[src/source/cemf_pkg.sv]
package cemf_pkg;

	// APB read bus
	localparam int unsigned ADDR_W = 16;	// Step word address width
	localparam int unsigned DATA_W = 32;	// Read data width

	// Step count and step index width
	localparam int unsigned STEP_W = 7;

	// CEMF rising edge counter
	localparam int unsigned CEMF_CNT_W = 16;

	// Field widths of the step word
	localparam int unsigned CYCLES_W  = 8;	// Window length in CEMF cycles
	localparam int unsigned DELAY_W   = 8;	// Delay before start in CEMF cycles
	localparam int unsigned TIMEOUT_W = 16;	// Step timeout in clocks

	// Field positions in the step word
	localparam int unsigned CYCLES_LSB  = 0;	// Bits 7..0
	localparam int unsigned DELAY_LSB   = 8;	// Bits 15..8
	localparam int unsigned TIMEOUT_LSB = 16;	// Bits 31..16

	// One step word as stored in memory, MSB first
	typedef struct packed {
		logic [TIMEOUT_W-1:0] timeout;	// Clocks from start_op until the step may end
		logic [DELAY_W-1:0]   delay;	// CEMF cycles before start_gen
		logic [CYCLES_W-1:0]  cycles;	// CEMF cycles between start_gen and stop_gen
	} step_word_t;

	// The three fields fill the data word exactly
	localparam int unsigned STEP_WORD_W = $bits(step_word_t);

endpackage
[src/source/cemf_sequencer_top.sv]
module cemf_sequencer_top #(
	parameter int unsigned                 SYNC_STAGES = 2,		// Depth of both synchronizers
	parameter logic [cemf_pkg::ADDR_W-1:0] ADDR_BASE   = 16'd8	// First step word address
) (
	input  logic                        clk,
	input  logic                        rst_n,
	input  logic                        run_i,
	input  logic [cemf_pkg::STEP_W-1:0] steps_i,
	input  logic                        cemf_i,
	input  logic                        trigger_i,
	input  logic                        intb_a_i,
	input  logic                        intb_b_i,
	input  logic                        end_read_i,
	input  logic [cemf_pkg::DATA_W-1:0] prdata_i,
	input  logic                        pready_i,
	output logic                        psel_o,
	output logic                        penable_o,
	output logic [cemf_pkg::ADDR_W-1:0] paddr_o,
	output logic                        start_op_a_o,
	output logic                        start_op_b_o,
	output logic                        start_read_a_o,
	output logic                        start_read_b_o,
	output logic                        start_gen_o,
	output logic                        stop_gen_o,
	output logic                        frame_o,
	output logic                        step_active_o,
	output logic                        en_fe_o,
	output logic                        stop_o
);

	// CEMF front end to sequencer
	logic                            cemf_rise;
	logic                            cemf_fall;
	logic [cemf_pkg::CEMF_CNT_W-1:0] cemf_count;
	logic                            cemf_cnt_en;

	// TDC front end to sequencer
	logic trigger_sync;
	logic intb_a_fall;
	logic intb_b_fall;

	cemf_edge_counter #(
		.SYNC_STAGES (SYNC_STAGES)
	) i_cemf_edge_counter (
		.clk      (clk),
		.rst_n    (rst_n),
		.cemf_i   (cemf_i),
		.cnt_en_i (cemf_cnt_en),
		.rise_o   (cemf_rise),
		.fall_o   (cemf_fall),
		.count_o  (cemf_count)
	);

	tdc_event_sync #(
		.SYNC_STAGES (SYNC_STAGES)
	) i_tdc_event_sync (
		.clk           (clk),
		.rst_n         (rst_n),
		.trigger_i     (trigger_i),
		.intb_a_i      (intb_a_i),
		.intb_b_i      (intb_b_i),
		.trigger_o     (trigger_sync),
		.intb_a_fall_o (intb_a_fall),
		.intb_b_fall_o (intb_b_fall)
	);

	step_sequencer #(
		.ADDR_BASE (ADDR_BASE)
	) i_step_sequencer (
		.clk            (clk),
		.rst_n          (rst_n),
		.run_i          (run_i),
		.steps_i        (steps_i),
		.cemf_rise_i    (cemf_rise),
		.cemf_fall_i    (cemf_fall),
		.cemf_count_i   (cemf_count),
		.trigger_i      (trigger_sync),
		.intb_a_fall_i  (intb_a_fall),
		.intb_b_fall_i  (intb_b_fall),
		.end_read_i     (end_read_i),
		.prdata_i       (prdata_i),
		.pready_i       (pready_i),
		.cemf_cnt_en_o  (cemf_cnt_en),
		.psel_o         (psel_o),
		.penable_o      (penable_o),
		.paddr_o        (paddr_o),
		.start_op_a_o   (start_op_a_o),
		.start_op_b_o   (start_op_b_o),
		.start_read_a_o (start_read_a_o),
		.start_read_b_o (start_read_b_o),
		.start_gen_o    (start_gen_o),
		.stop_gen_o     (stop_gen_o),
		.frame_o        (frame_o),
		.step_active_o  (step_active_o),
		.en_fe_o        (en_fe_o),
		.stop_o         (stop_o)
	);

endmodule

[src/source/step_sequencer.sv]
module step_sequencer #(
	parameter logic [cemf_pkg::ADDR_W-1:0] ADDR_BASE = 16'd8	// First step word
) (
	input  logic                            clk,
	input  logic                            rst_n,
	input  logic                            run_i,			// Frame request level
	input  logic [cemf_pkg::STEP_W-1:0]     steps_i,		// Steps per frame, 1 or more
	input  logic                            cemf_rise_i,
	input  logic                            cemf_fall_i,
	input  logic [cemf_pkg::CEMF_CNT_W-1:0] cemf_count_i,	// Rises since enable
	input  logic                            trigger_i,		// Synchronized trigger
	input  logic                            intb_a_fall_i,
	input  logic                            intb_b_fall_i,
	input  logic                            end_read_i,		// Download done pulse
	input  logic [cemf_pkg::DATA_W-1:0]     prdata_i,
	input  logic                            pready_i,
	output logic                            cemf_cnt_en_o,
	output logic                            psel_o,
	output logic                            penable_o,
	output logic [cemf_pkg::ADDR_W-1:0]     paddr_o,
	output logic                            start_op_a_o,
	output logic                            start_op_b_o,
	output logic                            start_read_a_o,
	output logic                            start_read_b_o,
	output logic                            start_gen_o,
	output logic                            stop_gen_o,
	output logic                            frame_o,
	output logic                            step_active_o,
	output logic                            en_fe_o,
	output logic                            stop_o
);

	typedef enum logic [3:0] {
		ST_IDLE,		// Waiting for run_i
		ST_SETUP,		// APB setup cycle
		ST_ACCESS,		// APB access phase
		ST_FIRE,		// start_op and start_read strobes
		ST_START_WAIT,	// Delay in CEMF cycles
		ST_START_GEN,	// start_gen high
		ST_STOP_WAIT,	// Window in CEMF cycles
		ST_STOP_GEN,	// stop_gen high
		ST_END_WAIT,	// Interrupt and timeout
		ST_LAST_READ,	// Download of last bank
		ST_END_READ		// Waiting for end_read_i
	} state_t;

	state_t                          state_q;
	state_t                          state_d;
	logic [cemf_pkg::STEP_W-1:0]     step_idx_q;
	logic [cemf_pkg::ADDR_W-1:0]     addr_q;
	cemf_pkg::step_word_t            word_q;		// Current step word
	logic                            bank_q;		// 0 next start on A, 1 next on B
	logic                            irq_seen_q;	// Interrupt of this step seen
	logic [cemf_pkg::TIMEOUT_W-1:0]  tmo_cnt_q;		// Clocks since start_op
	logic                            frame_q;
	logic                            en_fe_q;

	logic                            in_step;		// Between start_op and step end
	logic                            irq_fall;		// Fall on the bank started last
	logic                            step_done;
	logic                            last_step;
	logic                            first_step;
	logic [cemf_pkg::CEMF_CNT_W-1:0] start_thr;		// Rises before start_gen
	logic [cemf_pkg::CEMF_CNT_W-1:0] stop_thr;		// Rises before stop_gen

	assign in_step    = state_q inside {ST_START_WAIT, ST_START_GEN, ST_STOP_WAIT,
		ST_STOP_GEN, ST_END_WAIT};
	assign irq_fall   = bank_q ? intb_a_fall_i : intb_b_fall_i;	// bank_q already toggled
	assign step_done  = (irq_seen_q || irq_fall) && (tmo_cnt_q >= word_q.timeout);
	assign last_step  = (step_idx_q + 1'b1) == steps_i;
	assign first_step = step_idx_q == '0;
	assign start_thr  = cemf_pkg::CEMF_CNT_W'(word_q.delay);
	assign stop_thr   = start_thr + cemf_pkg::CEMF_CNT_W'(word_q.cycles);

	// Next state
	always_comb
	begin
		state_d = state_q;
		case (state_q)
			ST_IDLE:
				if (run_i)
					state_d = ST_SETUP;
			ST_SETUP:
				state_d = ST_ACCESS;
			ST_ACCESS:
				if (pready_i)
					state_d = ST_FIRE;
			ST_FIRE:
				state_d = ST_START_WAIT;
			ST_START_WAIT:
				if (cemf_rise_i && cemf_count_i >= start_thr && trigger_i)
					state_d = ST_START_GEN;
			ST_START_GEN:
				if (cemf_fall_i)
					state_d = ST_STOP_WAIT;
			ST_STOP_WAIT:
				if (cemf_rise_i && cemf_count_i >= stop_thr)
					state_d = ST_STOP_GEN;
			ST_STOP_GEN:
				if (cemf_fall_i)
					state_d = ST_END_WAIT;
			ST_END_WAIT:
				if (step_done)
					state_d = last_step ? ST_LAST_READ : ST_SETUP;
			ST_LAST_READ:
				state_d = ST_END_READ;
			ST_END_READ:
				if (end_read_i)
					state_d = ST_IDLE;
			default:
				state_d = ST_IDLE;
		endcase
	end

	// State, step position, bank and frame levels
	always_ff @(posedge clk or negedge rst_n)
	begin
		if (!rst_n)
		begin
			state_q    <= ST_IDLE;
			step_idx_q <= '0;
			addr_q     <= ADDR_BASE;
			bank_q     <= 1'b0;		// Bank A first
			frame_q    <= 1'b0;
			en_fe_q    <= 1'b0;
		end
		else
		begin
			state_q <= state_d;
			case (state_q)
				ST_IDLE:
				begin
					step_idx_q <= '0;
					addr_q     <= ADDR_BASE;
				end
				ST_ACCESS:
					if (pready_i)
					begin
						frame_q <= 1'b1;	// High together with start_op
						en_fe_q <= 1'b1;
					end
				ST_FIRE:
					bank_q <= ~bank_q;	// Alternates across frames too
				ST_END_WAIT:
					if (step_done && !last_step)
					begin
						step_idx_q <= step_idx_q + 1'b1;
						addr_q     <= addr_q + 1'b1;
					end
				ST_LAST_READ:
					en_fe_q <= 1'b0;
				ST_END_READ:
					if (end_read_i)
						frame_q <= 1'b0;
				default:
				begin
				end
			endcase
		end
	end

	// Interrupt flag and timeout counter of the running step
	always_ff @(posedge clk or negedge rst_n)
	begin
		if (!rst_n)
		begin
			irq_seen_q <= 1'b0;
			tmo_cnt_q  <= '0;
		end
		else if (state_q == ST_FIRE)
		begin
			irq_seen_q <= 1'b0;
			tmo_cnt_q  <= '0;
		end
		else if (in_step)
		begin
			if (irq_fall)
				irq_seen_q <= 1'b1;
			if (tmo_cnt_q != '1)	// Saturating
				tmo_cnt_q <= tmo_cnt_q + 1'b1;
		end
	end

	// Step word taken in the cycle with pready
	always_ff @(posedge clk)
	begin
		if (state_q == ST_ACCESS && pready_i)
		begin
			word_q.timeout <= prdata_i[cemf_pkg::TIMEOUT_LSB +: cemf_pkg::TIMEOUT_W];
			word_q.delay   <= prdata_i[cemf_pkg::DELAY_LSB +: cemf_pkg::DELAY_W];
			word_q.cycles  <= prdata_i[cemf_pkg::CYCLES_LSB +: cemf_pkg::CYCLES_W];
		end
	end

	// APB read
	assign psel_o    = state_q inside {ST_SETUP, ST_ACCESS};
	assign penable_o = state_q == ST_ACCESS;
	assign paddr_o   = addr_q;	// Held through wait states

	// Bank strobes, download of the other bank from the second step on
	assign start_op_a_o   = (state_q == ST_FIRE) && !bank_q;
	assign start_op_b_o   = (state_q == ST_FIRE) && bank_q;
	assign start_read_a_o = bank_q
		&& (((state_q == ST_FIRE) && !first_step) || (state_q == ST_LAST_READ));
	assign start_read_b_o = !bank_q
		&& (((state_q == ST_FIRE) && !first_step) || (state_q == ST_LAST_READ));

	assign start_gen_o   = state_q == ST_START_GEN;
	assign stop_gen_o    = state_q == ST_STOP_GEN;
	assign cemf_cnt_en_o = in_step;	// From the cycle after start_op
	assign step_active_o = (state_q inside {ST_SETUP, ST_ACCESS, ST_FIRE})
		|| (in_step && !irq_seen_q);
	assign frame_o       = frame_q;
	assign en_fe_o       = en_fe_q;
	assign stop_o        = (state_q == ST_IDLE) && !run_i;

endmodule

[src/source/tdc_event_sync.sv]
module tdc_event_sync #(
	parameter int unsigned SYNC_STAGES = 2	// Synchronizer depth, 2 or more
) (
	input  logic clk,
	input  logic rst_n,
	input  logic trigger_i,		// Raw TDC trigger
	input  logic intb_a_i,		// Raw interrupt of bank A, active low
	input  logic intb_b_i,		// Raw interrupt of bank B, active low
	output logic trigger_o,		// Synchronized trigger level
	output logic intb_a_fall_o,	// Interrupt A asserted
	output logic intb_b_fall_o	// Interrupt B asserted
);

	// Lane order in each stage: {trigger, intb_a, intb_b}
	logic [SYNC_STAGES-1:0][2:0] sync_q;
	logic [1:0]                  int_hist_q;	// Previous interrupt levels {a, b}
	logic [1:0]                  int_fall_q;	// Registered fall flags {a, b}
	logic [2:0]                  sync_last;		// Output of the last stage

	assign sync_last = sync_q[SYNC_STAGES-1];

	always_ff @(posedge clk or negedge rst_n)
	begin
		if (!rst_n)
		begin
			// Interrupts idle high, so no fall is seen after reset
			sync_q     <= {SYNC_STAGES{3'b011}};
			int_hist_q <= 2'b11;
			int_fall_q <= 2'b00;
		end
		else
		begin
			sync_q     <= {sync_q[SYNC_STAGES-2:0], {trigger_i, intb_a_i, intb_b_i}};
			int_hist_q <= sync_last[1:0];
			int_fall_q <= int_hist_q & ~sync_last[1:0];	// High before, low now
		end
	end

	assign trigger_o     = sync_last[2];	// Level, no edge detect
	assign intb_a_fall_o = int_fall_q[1];
	assign intb_b_fall_o = int_fall_q[0];

endmodule

[src/source/cemf_edge_counter.sv]
module cemf_edge_counter #(
	parameter int unsigned SYNC_STAGES = 2	// Synchronizer depth, 2 or more
) (
	input  logic                            clk,
	input  logic                            rst_n,
	input  logic                            cemf_i,		// Raw CEMF square wave
	input  logic                            cnt_en_i,	// Count enable, clears count when low
	output logic                            rise_o,		// One cycle per rising edge
	output logic                            fall_o,		// One cycle per falling edge
	output logic [cemf_pkg::CEMF_CNT_W-1:0] count_o		// Rising edges since enable
);

	logic [SYNC_STAGES-1:0] sync_q;	// Synchronizer chain, bit 0 first
	logic                   hist_q;	// Previous synchronized level
	logic                   rise_q;
	logic                   fall_q;
	logic [cemf_pkg::CEMF_CNT_W-1:0] count_q;

	// Synchronizer, history flop and registered edge flags
	always_ff @(posedge clk or negedge rst_n)
	begin
		if (!rst_n)
		begin
			sync_q <= '0;
			hist_q <= 1'b0;
			rise_q <= 1'b0;
			fall_q <= 1'b0;
		end
		else
		begin
			sync_q <= {sync_q[SYNC_STAGES-2:0], cemf_i};
			hist_q <= sync_q[SYNC_STAGES-1];
			rise_q <= sync_q[SYNC_STAGES-1] & ~hist_q;	// Low to high
			fall_q <= ~sync_q[SYNC_STAGES-1] & hist_q;	// High to low
		end
	end

	// Count flagged rises while enabled
	// A flagged rise shows up in the count one cycle later
	always_ff @(posedge clk or negedge rst_n)
	begin
		if (!rst_n)
			count_q <= '0;
		else if (!cnt_en_i)
			count_q <= '0;
		else if (rise_q && count_q != '1)	// Saturate at full scale
			count_q <= count_q + 1'b1;
	end

	assign rise_o  = rise_q;
	assign fall_o  = fall_q;
	assign count_o = count_q;

endmodule

[config.mk]
export PLATFORM = sky130hd
export DESIGN_NAME = cemf_sequencer_top
export DESIGN_NICKNAME = d
export VERILOG_FILES = /design/src/source/cemf_pkg.sv /design/src/source/cemf_sequencer_top.sv /design/src/source/step_sequencer.sv /design/src/source/tdc_event_sync.sv /design/src/source/cemf_edge_counter.sv
export SDC_FILE = /design/constraint.sdc
export NUM_CORES = 1
export LEC_CHECK = 0
export ABC_AREA = 1
export BUFFER_PORTS_ARGS = -buffer_cell sky130_fd_sc_hd__buf_4
export CORE_ASPECT_RATIO = 1.4
export CORE_MARGIN = 2
export CORE_UTILIZATION = 45
export CTS_BUF_LIST = sky130_fd_sc_hd__clkbuf_4
export DETAILED_ROUTE_END_ITERATION = 8
export GPL_TIMING_DRIVEN = 0
export SETUP_SLACK_MARGIN = 0.05
export SLEW_MARGIN = 30
export SYNTH_ARGS = -nofsm -noshare
export SYNTH_HDL_FRONTEND = slang
export SYNTH_SLANG_ARGS = --single-unit
[constraint.sdc]
create_clock -name clk -period 4.03 [get_ports clk]
set_input_delay 0.2015 -clock clk [delete_from_list [all_inputs] [get_ports clk]]
set_output_delay 0.2015 -clock clk [all_outputs]
set_load 0.02 [all_outputs]
== After elaboration in Yosys (flattened, before gate mapping) ==
Cells that the tools add are included.
Storage, ports and cells
  output and inout port bits: 28
  input bits: 48
  flip-flop bits (word level): 110
  logic and storage cells: 124
Cells by class
  bitwise gates (word level): 7
  $add $sub $neg: 5
  muxes and demuxes: 27
  equal/unequal tests: 23
  reduce and logical (&&, ||, !) cells: 39
  order comparisons: 3
Operators with widths (count)
  $mux 16: 6
  $add 16x1->16 const B: 3
  $pmux 4 s11: 1
  $mux 4: 9
  $ge 16x16->1: 2
  $ne 16x16->1 const B: 2
  $pmux 16 s2: 1
  $eq 4x3->1 const B: 4
  $ge 16x8->1: 1
  $logic_and 1x1->1: 14
  $ne 2x2->1 const B: 7
  $pmux 7 s2: 1
  $reduce_bool 2->1: 7
  $eq 4x4->1 const B: 3
  $add 8x8->9: 1
  $eq 4x2->1 const B: 2
  $reduce_and 2->1: 4
  $reduce_and 8->1: 1
  $add 7x1->7 const B: 1
  $eq 7x7->1: 1
  $logic_not 7->1: 1
  $mux 7: 1
  $mux 1: 6
  $ne 2x1->1 const B: 3
  12 further kinds: 22

== Longest topological paths before layout ==
Gate-level depths: netlist of run 1.
  word-level depth: 6
  gate-level depth with buffers: 19

== Cells and area by module ==
Synthesis of run 1 repeated with hierarchy kept, for this count alone.
Unflattened totals
  cells, all modules: 836
  area, all modules: 6672.6 um2
Modules (own cells, without submodules)
  step_sequencer: area an instance 5195.0 um2, instances 1, cells an instance 652
  cemf_edge_counter: area an instance 1199.9 um2, instances 1, cells an instance 170
  tdc_event_sync: area an instance 277.8 um2, instances 1, cells an instance 14

== Least setup slack after synthesis of run 1 ==
No wires, ideal clock.
  path type: flip-flop to flip-flop
  start point: reg i_step_sequencer.word_q (netlist bit i_step_sequencer.start_thr[0])
  end point: reg i_step_sequencer.state_q[1]
  path buffers: 0
  setup slack: 1335 ps
  data arrival time: 2577 ps
  cell stages (with the launch flop): 20
  cell sequence: edfxtp_1 > ha_1 > fa_1 > nand3_1 > nand2_1 > a21oi_1 > o21bai_1 > xnor2_1 > ha_1 > nand2_1 > nor2_1 > nand2_1 > nand2_1 > nand2_1 > nand3_1 > nand2_1 > nand2_1 > nand3_1 > nand2_1 > nand2_1
Between the ends
  longest elaborated chain between the ends: 5
RTL lines
  start: declaration: RTL line step_sequencer.sv:51  | cemf_pkg::step_word_t word_q;
  $add 8x8->9 or $ge 16x8->1 (tied branches): RTL line step_sequencer.sv:73, step_sequencer.sv:91
  $ge 16x16->1 or $logic_and 1x1->1 (tied branches): RTL line step_sequencer.sv:97, step_sequencer.sv:91
  $logic_and 1x1->1, on equally long branches: RTL line step_sequencer.sv:97, step_sequencer.sv:91
  $ne 2x2->1 (no source line)
  $reduce_and 8->1 (no source line) *
  end signal: assignment: RTL line step_sequencer.sv:129  | state_q <= state_d;
  end: declaration: RTL line step_sequencer.sv:47  | state_t state_q;
Every way passes the cells marked *; elsewhere a longest branch is shown, timed or not.
A chain may end at the register's enable or synchronous reset.

== Worst setup path after layout of run 1 ==
  start point: reg i_step_sequencer.word_q (netlist bit i_step_sequencer.start_thr[0])
  end point: reg i_step_sequencer.state_q[3]
Same word-level chain as after synthesis.

==> run summary, run 1 <==
The number of clock buffers inserted by TritonCTS came out at 9. Summing over every cut layer, the via total after detailed routing is 5716. The number of buffers on the longest clock path is 2. The ratio of cells with drive above 1 in the final layout came out at 13.7%.

The number of global-route vias before repair is 5574. The post-layout minimum cycle time came out at 3.13 ns. The final total negative setup slack is 0 ns. Synthesis produced a netlist with a net count of 910. The slew at the pin closest to its max-slew limit came out at 0.746 ns. The number of clock sinks is 110. The clock latency at the later pin of the worst-skew pair came out at 0.48 ns. Power spread over the standard cell area amounts to 433 nW/um^2.

Together, buffers and inverters on the worst path number 0. The remaining number of nets flagged by the antenna check after routing came out at 0. The pin count of the biggest net entering global routing is 79.

Among all stages on the critical path, the largest delay is contributed by sky130_fd_sc_hd__fa_1. Broken down by cell family, the worst path's largest delay share belongs to simple AND/OR/NAND/NOR gates. The register area share after synthesis is 44.3%. The global placer's final weighted congestion came out at 0.887. The worst-case headroom to the max-slew limit came out at 50.3%. The least setup slack across all paths after layout is 0.902 ns.

For this run the aggregate overflow at the end of global routing stands at 0. The worst path arrival time came out at 3.51 ns. The number of buffers inserted to repair setup after CTS came out at 0.

The core region is 14400 sq um. The tightest hold path in the finished design has a slack of 0.0362 ns. In this run, the number of DRC markers left after iteration 0 of detailed routing was 311. Hold repair after CTS inserted 38 buffers. The count of final hold-check violations came to 0. The post-CTS resize count came out at 0.

The end-of-flow core utilization is 55.3%. The final count of negative-setup-slack endpoints is 0. The count of nets after finishing came out at 1034. Setup repair after global routing left no endpoint under its margin. For this run, the leading register cell type out of synthesis is sky130_fd_sc_hd__dfrtp_1. The global router's overall resource usage came out at 19.4%. In this run the static leakage power is 3.78 nW. The maximum cell stage delay along the critical path came out at 0.47 ns.

The achievable frequency is 320 MHz. Across the run, the number of max-cap violations was 0. The total number of yosys warnings is 0. For this block, the routed nets add up to 14.6 mm of wire. For the worst flop-to-flop path, the logic depth is 18. The floorplan step defined a die boundary enclosing 15700 sq um. The width of the die is 106 microns. The flop and latch count out of synthesis came out at 110. STA classifies the critical path endpoint as a register. At the placement stage, the worst setup path has a slack of 0.873 ns.

The cell count after synthesis came out at 815. For the worst setup path, the data required time is 4.42 ns. The category of the critical setup timing path is register to register. The share of synthesized registers carrying an async set or reset is 70.9%.

The run finished with clean final reports. The number of detailed-route iterations in the first pass is 6. For this configuration, the core starts out at a cell density of 45.9%.

The synthesized area per cell is 8.10 sq um. The worst-case IR drop observed on VDD is 0.216 mV. The initial antenna violation count is 1. In this run the critical register-to-register path is launched from i_step_sequencer.start_thr[0].

The highest fanout seen on the critical path came out at 5. The wire length of the first global-routing pass came out at 24.5 mm. The worst setup path is launched from a register.

The post-synthesis instance area is 6600 sq um. The number of DRC violations after detailed routing is 0. The number of input and output port buffers inserted came out at 75. The clock slew at the register clock pins of the worst setup and hold paths is 0.17 ns.

The final number of max-transition violations was 0. The post-detailed-route via-to-cell ratio came out at 5.04. The final instance area came out at 7950 sq um.

The minimum setup slack among reg-to-reg paths is 0.90 ns. The endpoint of the worst hold-timing path is i_step_sequencer.en_fe_o. The number of cells on the worst hold path is 3. The placed standard-cell area came out at 7400 sq um. The number of placed I/O pins came out at 76. The H-tree generated during clock tree synthesis spans 3 levels. The synthesis-to-finish area growth is 20.5%. The setup skew after layout is 0.0218 ns. The tree is rooted in a sky130_fd_sc_hd__clkbuf_4.

The final critical-path share of the clock period came out at 77.6%. The worst register-to-register path ends at i_step_sequencer.state_q[3]. Walking the worst path, the cells encountered are ha_1 > fa_1 > nand3_1 > nand2_1 > a21oi_1 > o21bai_1 > a21o_1 > a21oi_1 > ha_1 > nand3_1 > nor2_1 > nand3_1 > nand3_1 > nand2_1 > nand2_1 > nand3_1 > nand2_1 > nand2_1. The detail-routed net length per standard cell came out at 12.8 microns.

The half-perimeter wire length after placement came out at 10.9 mm. The unique cell type count in the Yosys netlist came out at 51. The type of the worst min-delay path is primary input to register. The overall die height came out at 147 microns. TritonCTS built the clock tree.

The origin of the worst min-delay path is pready_i. The number of placement rows is 52. The number of enable flip-flop cells after synthesis came out at 32.
worst reg2reg max path: cells and delay by family (launching register included):
kind	cells	cell delay (ns)
compound gates	4	0.67
fa+ha+maj	3	0.89
flops	1	0.44
simple gates	11	1.07
how the worst max path moves through the flow:
stage                             startpoint                     endpoint  slack (ns)  cells after the start
4_1_cts        i_step_sequencer.start_thr[0]  i_step_sequencer.state_q[3]        0.86                     18
5_1_grt        i_step_sequencer.start_thr[0]  i_step_sequencer.state_q[1]        0.67                     18
3_3_place_gp   i_step_sequencer.start_thr[0]  i_step_sequencer.state_q[2]        0.94                     18
3_5_place_dp   i_step_sequencer.start_thr[0]  i_step_sequencer.state_q[3]        0.87                     18
2_1_floorplan  i_step_sequencer.start_thr[0]  i_step_sequencer.state_q[1]        1.34                     19
6_report       i_step_sequencer.start_thr[0]  i_step_sequencer.state_q[3]        0.90                     18
cell usage after synthesis (2+ instances only):
cell type,instances,area (sq um)
sky130_fd_sc_hd__nand2_1,205,769
sky130_fd_sc_hd__inv_1,110,413
sky130_fd_sc_hd__nor2_1,90,338
sky130_fd_sc_hd__dfrtp_1,71,1780
sky130_fd_sc_hd__nand3_1,64,320
sky130_fd_sc_hd__ha_1,46,576
sky130_fd_sc_hd__a21oi_1,36,180
sky130_fd_sc_hd__edfxtp_1,32,961
sky130_fd_sc_hd__nor3_1,19,95.1
sky130_fd_sc_hd__nand4_1,17,106
sky130_fd_sc_hd__o21ai_0,16,80.1
sky130_fd_sc_hd__xor2_1,16,140
sky130_fd_sc_hd__xnor2_1,9,78.8
sky130_fd_sc_hd__dfstp_2,7,184
sky130_fd_sc_hd__nor4_1,6,37.5
sky130_fd_sc_hd__o21ai_1,6,30.0
sky130_fd_sc_hd__o31ai_1,6,45.0
sky130_fd_sc_hd__a21o_1,4,30.0
sky130_fd_sc_hd__clkbuf_1,4,15.0
sky130_fd_sc_hd__inv_2,4,15.0
sky130_fd_sc_hd__buf_2,3,15.0
sky130_fd_sc_hd__buf_4,3,22.5
sky130_fd_sc_hd__nor2_4,3,33.8
sky130_fd_sc_hd__o21bai_1,3,22.5
sky130_fd_sc_hd__a21oi_2,2,17.5
sky130_fd_sc_hd__buf_1,2,7.51
sky130_fd_sc_hd__nand2_2,2,12.5
sky130_fd_sc_hd__nand3b_1,2,15.0
sky130_fd_sc_hd__nor2_2,2,12.5
sky130_fd_sc_hd__nor3b_1,2,15.0
sky130_fd_sc_hd__o211ai_1,2,15.0
sky130_fd_sc_hd__or2_1,2,12.5
routing by layer:
metal | global-route usage, % | share of wire [%] | vias up
li1 | - | - | 2902
met2 | 36.4 | 53 | 108
met4 | 5.92 | 1.7 | 0
met1 | 22.7 | 42 | 2684
met3 | 2.62 | 3.4 | 22
met5 | 0 | 0 | -
stage by stage:
stage | power, mW | instances
after floorplan | 2.38 | 815
after global placement | 2.77 | 1079
after detailed placement | 2.81 | 1079
after CTS | 3.48 | 1133
after global routing | 3.70 | 1134
final | 3.44 | 1134
area by class of cell:
class	count	area, sq um
fillers	1338	6430
multi-input cells	577	3170
flip-flops and latches	110	2920
repair buffers	113	947
inverters	115	434
well taps	189	236
clock inverters	7	96.3
plain buffers	13	71.3
clock buffers	9	67.6
diodes	1	2.50
sequential cells by signal, indices dropped and copies added (netlist names), 2 cells and up:
signal and count:
i_tdc_event_sync.int_hist_q 2, i_step_sequencer.tmo_cnt_q 16, i_tdc_event_sync.sync_last 3, i_tdc_event_sync.sync_q 3, i_tdc_event_sync.int_fall_q 2, i_cemf_edge_counter.sync_q 2
i_step_sequencer.step_idx_q 7, i_step_sequencer.state_q 4, i_step_sequencer.word_q 24, i_step_sequencer.paddr_o 16, i_step_sequencer.start_thr 8, i_cemf_edge_counter.count_o 16
placed cells by master (no fill, tap or decap), drive strengths merged, types with 9 or more instances in the layout:
cell         count
a21oi           38
buf             84
clkbuf          13
dfrtp           71
dlygate4sd3     38
edfxtp          32
ha              46
inv            116
nand2          209
nand3           66
nand4           17
nor2            96
nor3            20
o21ai           24
xnor2            9
xor2            16
power breakdown:
group / internal [mW] / switching [mW] / total (mW)
clock network: 0.253 / 0.379 / 0.631
registers: 1.31 / 0.103 / 1.41
logic: 0.485 / 0.916 / 1.40
cell families after synthesis:
kind of cell | synth area share [%]
xor+xnor | 3.32
simple gates | 28.5
buf+inv | 7.66
flops | 44.3
fa+ha+maj | 9.02
compound gates | 7.20
(Power assumes the default switching activity.)
==> run 2: changes to the inputs <==
ABC_AREA = 0   (was 1)
PLACE_DENSITY = 0.67   (was default)
clock period = 2.6 ns   (was 4.03 ns; I/O delays follow)
==> run 2 against run 1 <==
Effect of this change:
- the flow now finishes with violations (negative setup slack)
- power increased by 44%
- first-iteration DRC count down 32%
- maximum frequency fell by 0.80%
- synthesized area is 8.5% lower
- design area is 5.4% lower
- die area is 8.3% lower
- routed wire length shrank 6.9%
- sequential share of layout area up 2.1 points
- highest routed layer unchanged
- non-clock buffer count increased by 19
- clock power up 39%
- via count decreased by 15%
- critical endpoint unchanged
- clock skew down 0.0035 ns
==> run summary, run 2 <==
The maximum ir drop on the vdd rail came out at 0.363 mV. The unique cell type count in the Yosys netlist is 65. For this run, the leading register cell type out of synthesis is sky130_fd_sc_hd__dfrtp_1. TritonCTS built the clock tree. The cell area that synthesis handed to floorplanning was 6040 sq um. The leakage power figure is 3.32 nW.

Measured on the finished design, the core utilization comes to 56.7%. The cell accounting for the most synthesized area is sky130_fd_sc_hd__dfrtp_1. The post-layout minimum cycle time is 3.15 ns. The global placer's final weighted congestion came out at 0.888. The number of placement rows is 50. The met3 usage came out at 3.02%. Setup repair after global routing could not meet its margin everywhere.

Detailed placement finished with a half-perimeter wire length of 9.76 mm. In the synthesized netlist, the number of instances is 590. The clock reaches the later pin of the worst-skew pair after 0.48 ns. The number of design-rule violations left by the first detailed-router iteration came out at 212.

The H-tree depth is 3. The switching power of the nets is 1.84 mW. The library cells used most frequently in the layout, excluding fill and tap cells, are sky130_fd_sc_hd__buf_4 (86), sky130_fd_sc_hd__dfrtp_1 (70), sky130_fd_sc_hd__nor2_1 (59). The clock drives 110 sinks. The number of buffers and inverters on the critical path came out at 2. The count of inserted antenna diode cells is 0. The synthesized area per cell came out at 10.2 sq um. The least setup slack across all paths after layout is -0.554 ns. The power per cell area is 657 nW/um^2. The highest fanout seen on the critical path is 5. Summed over all layers, the global routing overflow is 0.

The ratio of cells with drive above 1 in the final layout is 19.3%. The share of synthesized registers carrying an async set or reset came out at 70.9%. The gate family responsible for the most delay along the worst path is compound AO/OA/AOI/OAI gates.

After global routing, the most crowded layer is met2. The max-cap violation count is 0. The initial core utilization is 45.5%. The detailed-route via count came out at 4879.

The setup skew after layout came out at 0.0183 ns. The detail-routed net length per standard cell is 14.8 microns. The number of clock buffers inserted by TritonCTS came out at 9. The non-filler instance count after layout is 914. The total number of yosys warnings is 0. The clock root buffer master is sky130_fd_sc_hd__clkbuf_4.

The count of final hold-check violations came out at 0. The final worst hold slack is 0.209 ns. Derived from the worst setup path, the maximum achievable clock frequency is 317 MHz.

Dividing the final minimum period by the clock period gives 121%. The final number of max-transition violations is 0. The category of the critical setup timing path is register to register. The floorplan step defined a die boundary enclosing 14400 sq um.

The number of input and output port buffers inserted is 75. On the critical path, the stage with the largest delay is an instance of sky130_fd_sc_hd__a2111oi_0. The final count of negative-setup-slack endpoints came out at 26. The filler cells instantiated in the layout total 1181. The cell count after placement came out at 847. The width of the die is 102 microns. The worst reg2reg path depth came out at 14. In this run the worst hold path is classified as primary input to asynchronous set/reset pin. The run finished, with violations left. The core region area is 13300 sq um.

Synthesis produced a netlist with a net count of 685. The library cell used most frequently in the layout, excluding fill and tap cells, is sky130_fd_sc_hd__buf_4. Synthesis inferred 110 register bits. The worst path arrival time is 3.55 ns. The internal power of the cells totals 3.10 mW. The remaining number of nets flagged by the antenna check after routing came out at 0. In this run the register-to-register setup slack is -0.55 ns. The post-detailed-route via-to-cell ratio came out at 5.34. The switching part of the total is 37.3%. The critical path launch point type is a register. The number of flip-flops in the largest register came out at 24. The wire length of the first global-routing pass came out at 22.7 mm.

The number of detailed-route iterations in the first pass came out at 6. The register area share after synthesis is 48.4%. The clock passes through at most 2 buffers. Headroom to the max-slew limit came out at 51.3%. The synthesis-to-finish area growth is 24.7%. The net count of the finished layout is 822. The total wire length came out at 13.6 mm. The logic gate share of total power is 39.1%.

The top-area cell type share of the netlist area came out at 29.4%. sky130_fd_sc_hd__dfrtp_1 is the most common cell in the netlist. The number of enable flip-flop cells after synthesis came out at 32. The checks that failed: negative setup slack. The worst reg2reg path endpoint is i_step_sequencer.state_q[3]. Across every metal layer, demand over resource in global routing totals 19.8%. The pin count of the biggest net entering global routing is 79. The number of placed I/O pins came out at 76. The slew at the pin closest to its max-slew limit is 0.726 ns. The largest single stage delay on the critical path is 0.53 ns.

The overall die height came out at 141 microns. At the worst endpoint, the required time is 2.99 ns. In the post-synthesis netlist, the biggest area contributors are sky130_fd_sc_hd__dfrtp_1 (29%), sky130_fd_sc_hd__edfxtp_1 (16%), sky130_fd_sc_hd__ha_1 (9.5%), sky130_fd_sc_hd__nor2_1 (3.7%), sky130_fd_sc_hd__o21ai_0 (3.3%). By count the netlist is led by sky130_fd_sc_hd__dfrtp_1 (71), sky130_fd_sc_hd__nor2_1 (60), sky130_fd_sc_hd__ha_1 (46). Global routing used 37.3% of the available met2 tracks. The initial antenna violation count is 0. Walking the worst path, the cells encountered are ha_2 > buf_4 > a21o_1 > a21oi_2 > o21bai_1 > a21oi_2 > xor2_1 > ha_1 > a2111oi_0 > a221oi_2 > o22ai_2 > nor3_4 > buf_4 > a31o_1. Counting flops per register, the top entry is i_step_sequencer.word_q. The number of global-route vias before repair came to 4963. The clock slew at the register clock pins of the worst setup and hold paths is 0.18 ns.

The worst reg2reg path startpoint is i_step_sequencer.start_thr[0]. STA classifies the critical path endpoint as a register. The share of total power in sequential cells is 43.2%. Global routing used 21.8% of the available met1 tracks. The portion of total power attributed to the clock network is 17.8%. For this run, design rule violations remaining after detail routing come to 0.
[run 2: cell count changes after synthesis, moves of 12 or more]
cell,change
sky130_fd_sc_hd__a31oi_1,+14
sky130_fd_sc_hd__nor2_1,-30
sky130_fd_sc_hd__nand3_1,-44
sky130_fd_sc_hd__o21ai_0,+24
sky130_fd_sc_hd__a21oi_1,-12
sky130_fd_sc_hd__inv_1,-69
sky130_fd_sc_hd__nand2_1,-160
[run 2: what timing repair did]
item | 4_1_cts | 5_1_grt
pin swaps | 9 | 5
endpoints found under the setup margin | 28 | 48
endpoints found under the hold margin | 109 | 0
hold buffers | 40 | 0
gates resized for setup | 8 | 4
gates cloned | 0 | 0
setup buffers | 6 | 5
[run 2: how the worst max path moves through the flow]
stage	startpoint	end	slack (ns)	cells past startpoint
2_1_floorplan	i_step_sequencer.start_thr[0]	i_step_sequencer.state_q[3]	-0.31	16
3_3_place_gp	i_step_sequencer.start_thr[0]	i_step_sequencer.state_q[3]	-0.93	16
3_5_place_dp	i_step_sequencer.start_thr[0]	i_step_sequencer.state_q[3]	-1.00	16
4_1_cts	i_step_sequencer.start_thr[0]	i_step_sequencer.state_q[3]	-0.58	16
5_1_grt	i_step_sequencer.start_thr[0]	i_step_sequencer.state_q[3]	-0.81	16
6_report	i_step_sequencer.start_thr[0]	i_step_sequencer.state_q[3]	-0.55	14
[run 2: power by group through the flow]
| stage | clock network, mW | registers [mW] | logic (mW) |
|---|---|---|---|
| 2_1_floorplan | 0 | 2.13 | 1.20 |
| 3_3_place_gp | 0 | 2.17 | 1.68 |
| 3_5_place_dp | 0 | 2.17 | 1.72 |
| 4_1_cts | 0.904 | 2.13 | 1.92 |
| 5_1_grt | 0.972 | 2.16 | 2.14 |
| 6_report | 0.879 | 2.14 | 1.93 |
[run 2: cell families (layout without fill, tap and decap cells)]
group / after synthesis / count (layout) / synth area share, %
AO/OA/AOI/OAI: 134 / 134 / 14.9
XOR/XNOR: 37 / 37 / 5.60
adder cells (fa/ha/maj): 47 / 47 / 9.87
AND/OR/NAND/NOR: 200 / 200 / 16.6
buffers and inverters: 60 / 202 / 4.29
flip-flops: 110 / 110 / 48.4
multiplexers: 2 / 2 / 0.332
[run 2: per-stage QoR]
step / TNS [ns] / area, sq um / total power, mW / setup WS [ns]
after floorplan: -1.00 / 6060 / 3.33 / -0.311
after global placement: -4.70 / 6850 / 3.85 / -0.930
after detailed placement: -5.63 / 6850 / 3.89 / -1.00
after CTS: -3.98 / 7490 / 4.96 / -0.584
after global routing: -7.55 / 7530 / 5.27 / -0.813
final: -3.37 / 7530 / 4.95 / -0.554
[run 2: cell type report]
cell class / instances / area, sq um / area share (%)
Clock buffer: 9 / 67.6 / 0.898
Inverter: 41 / 154 / 2.04
Timing Repair Buffer: 126 / 1060 / 14.1
Sequential cell: 110 / 2920 / 38.8
Buffer: 19 / 110 / 1.46
Clock inverter: 7 / 71.3 / 0.948
Tap cell: 182 / 228 / 3.03
Multi-Input combinational cell: 420 / 2910 / 38.7
[run 2: worst reg2reg max path, stage by stage, from the launching register on]
cell                        delay [ns]
sky130_fd_sc_hd__edfxtp_1         0.43
sky130_fd_sc_hd__ha_2             0.21
sky130_fd_sc_hd__buf_4            0.13
sky130_fd_sc_hd__a21o_1           0.17
sky130_fd_sc_hd__a21oi_2          0.17
sky130_fd_sc_hd__o21bai_1         0.10
sky130_fd_sc_hd__a21oi_2          0.17
sky130_fd_sc_hd__xor2_1           0.10
sky130_fd_sc_hd__ha_1             0.20
sky130_fd_sc_hd__a2111oi_0        0.53
sky130_fd_sc_hd__a221oi_2         0.19
sky130_fd_sc_hd__o22ai_2          0.23
sky130_fd_sc_hd__nor3_4           0.08
sky130_fd_sc_hd__buf_4            0.17
sky130_fd_sc_hd__a31o_1           0.20
[run 2: metal layers]
metal  share of wire [%]  wire (microns)
met2                  56            7550
met5                   0               0
met1                  39            5280
met4                 2.1             288
met3                 3.2             436
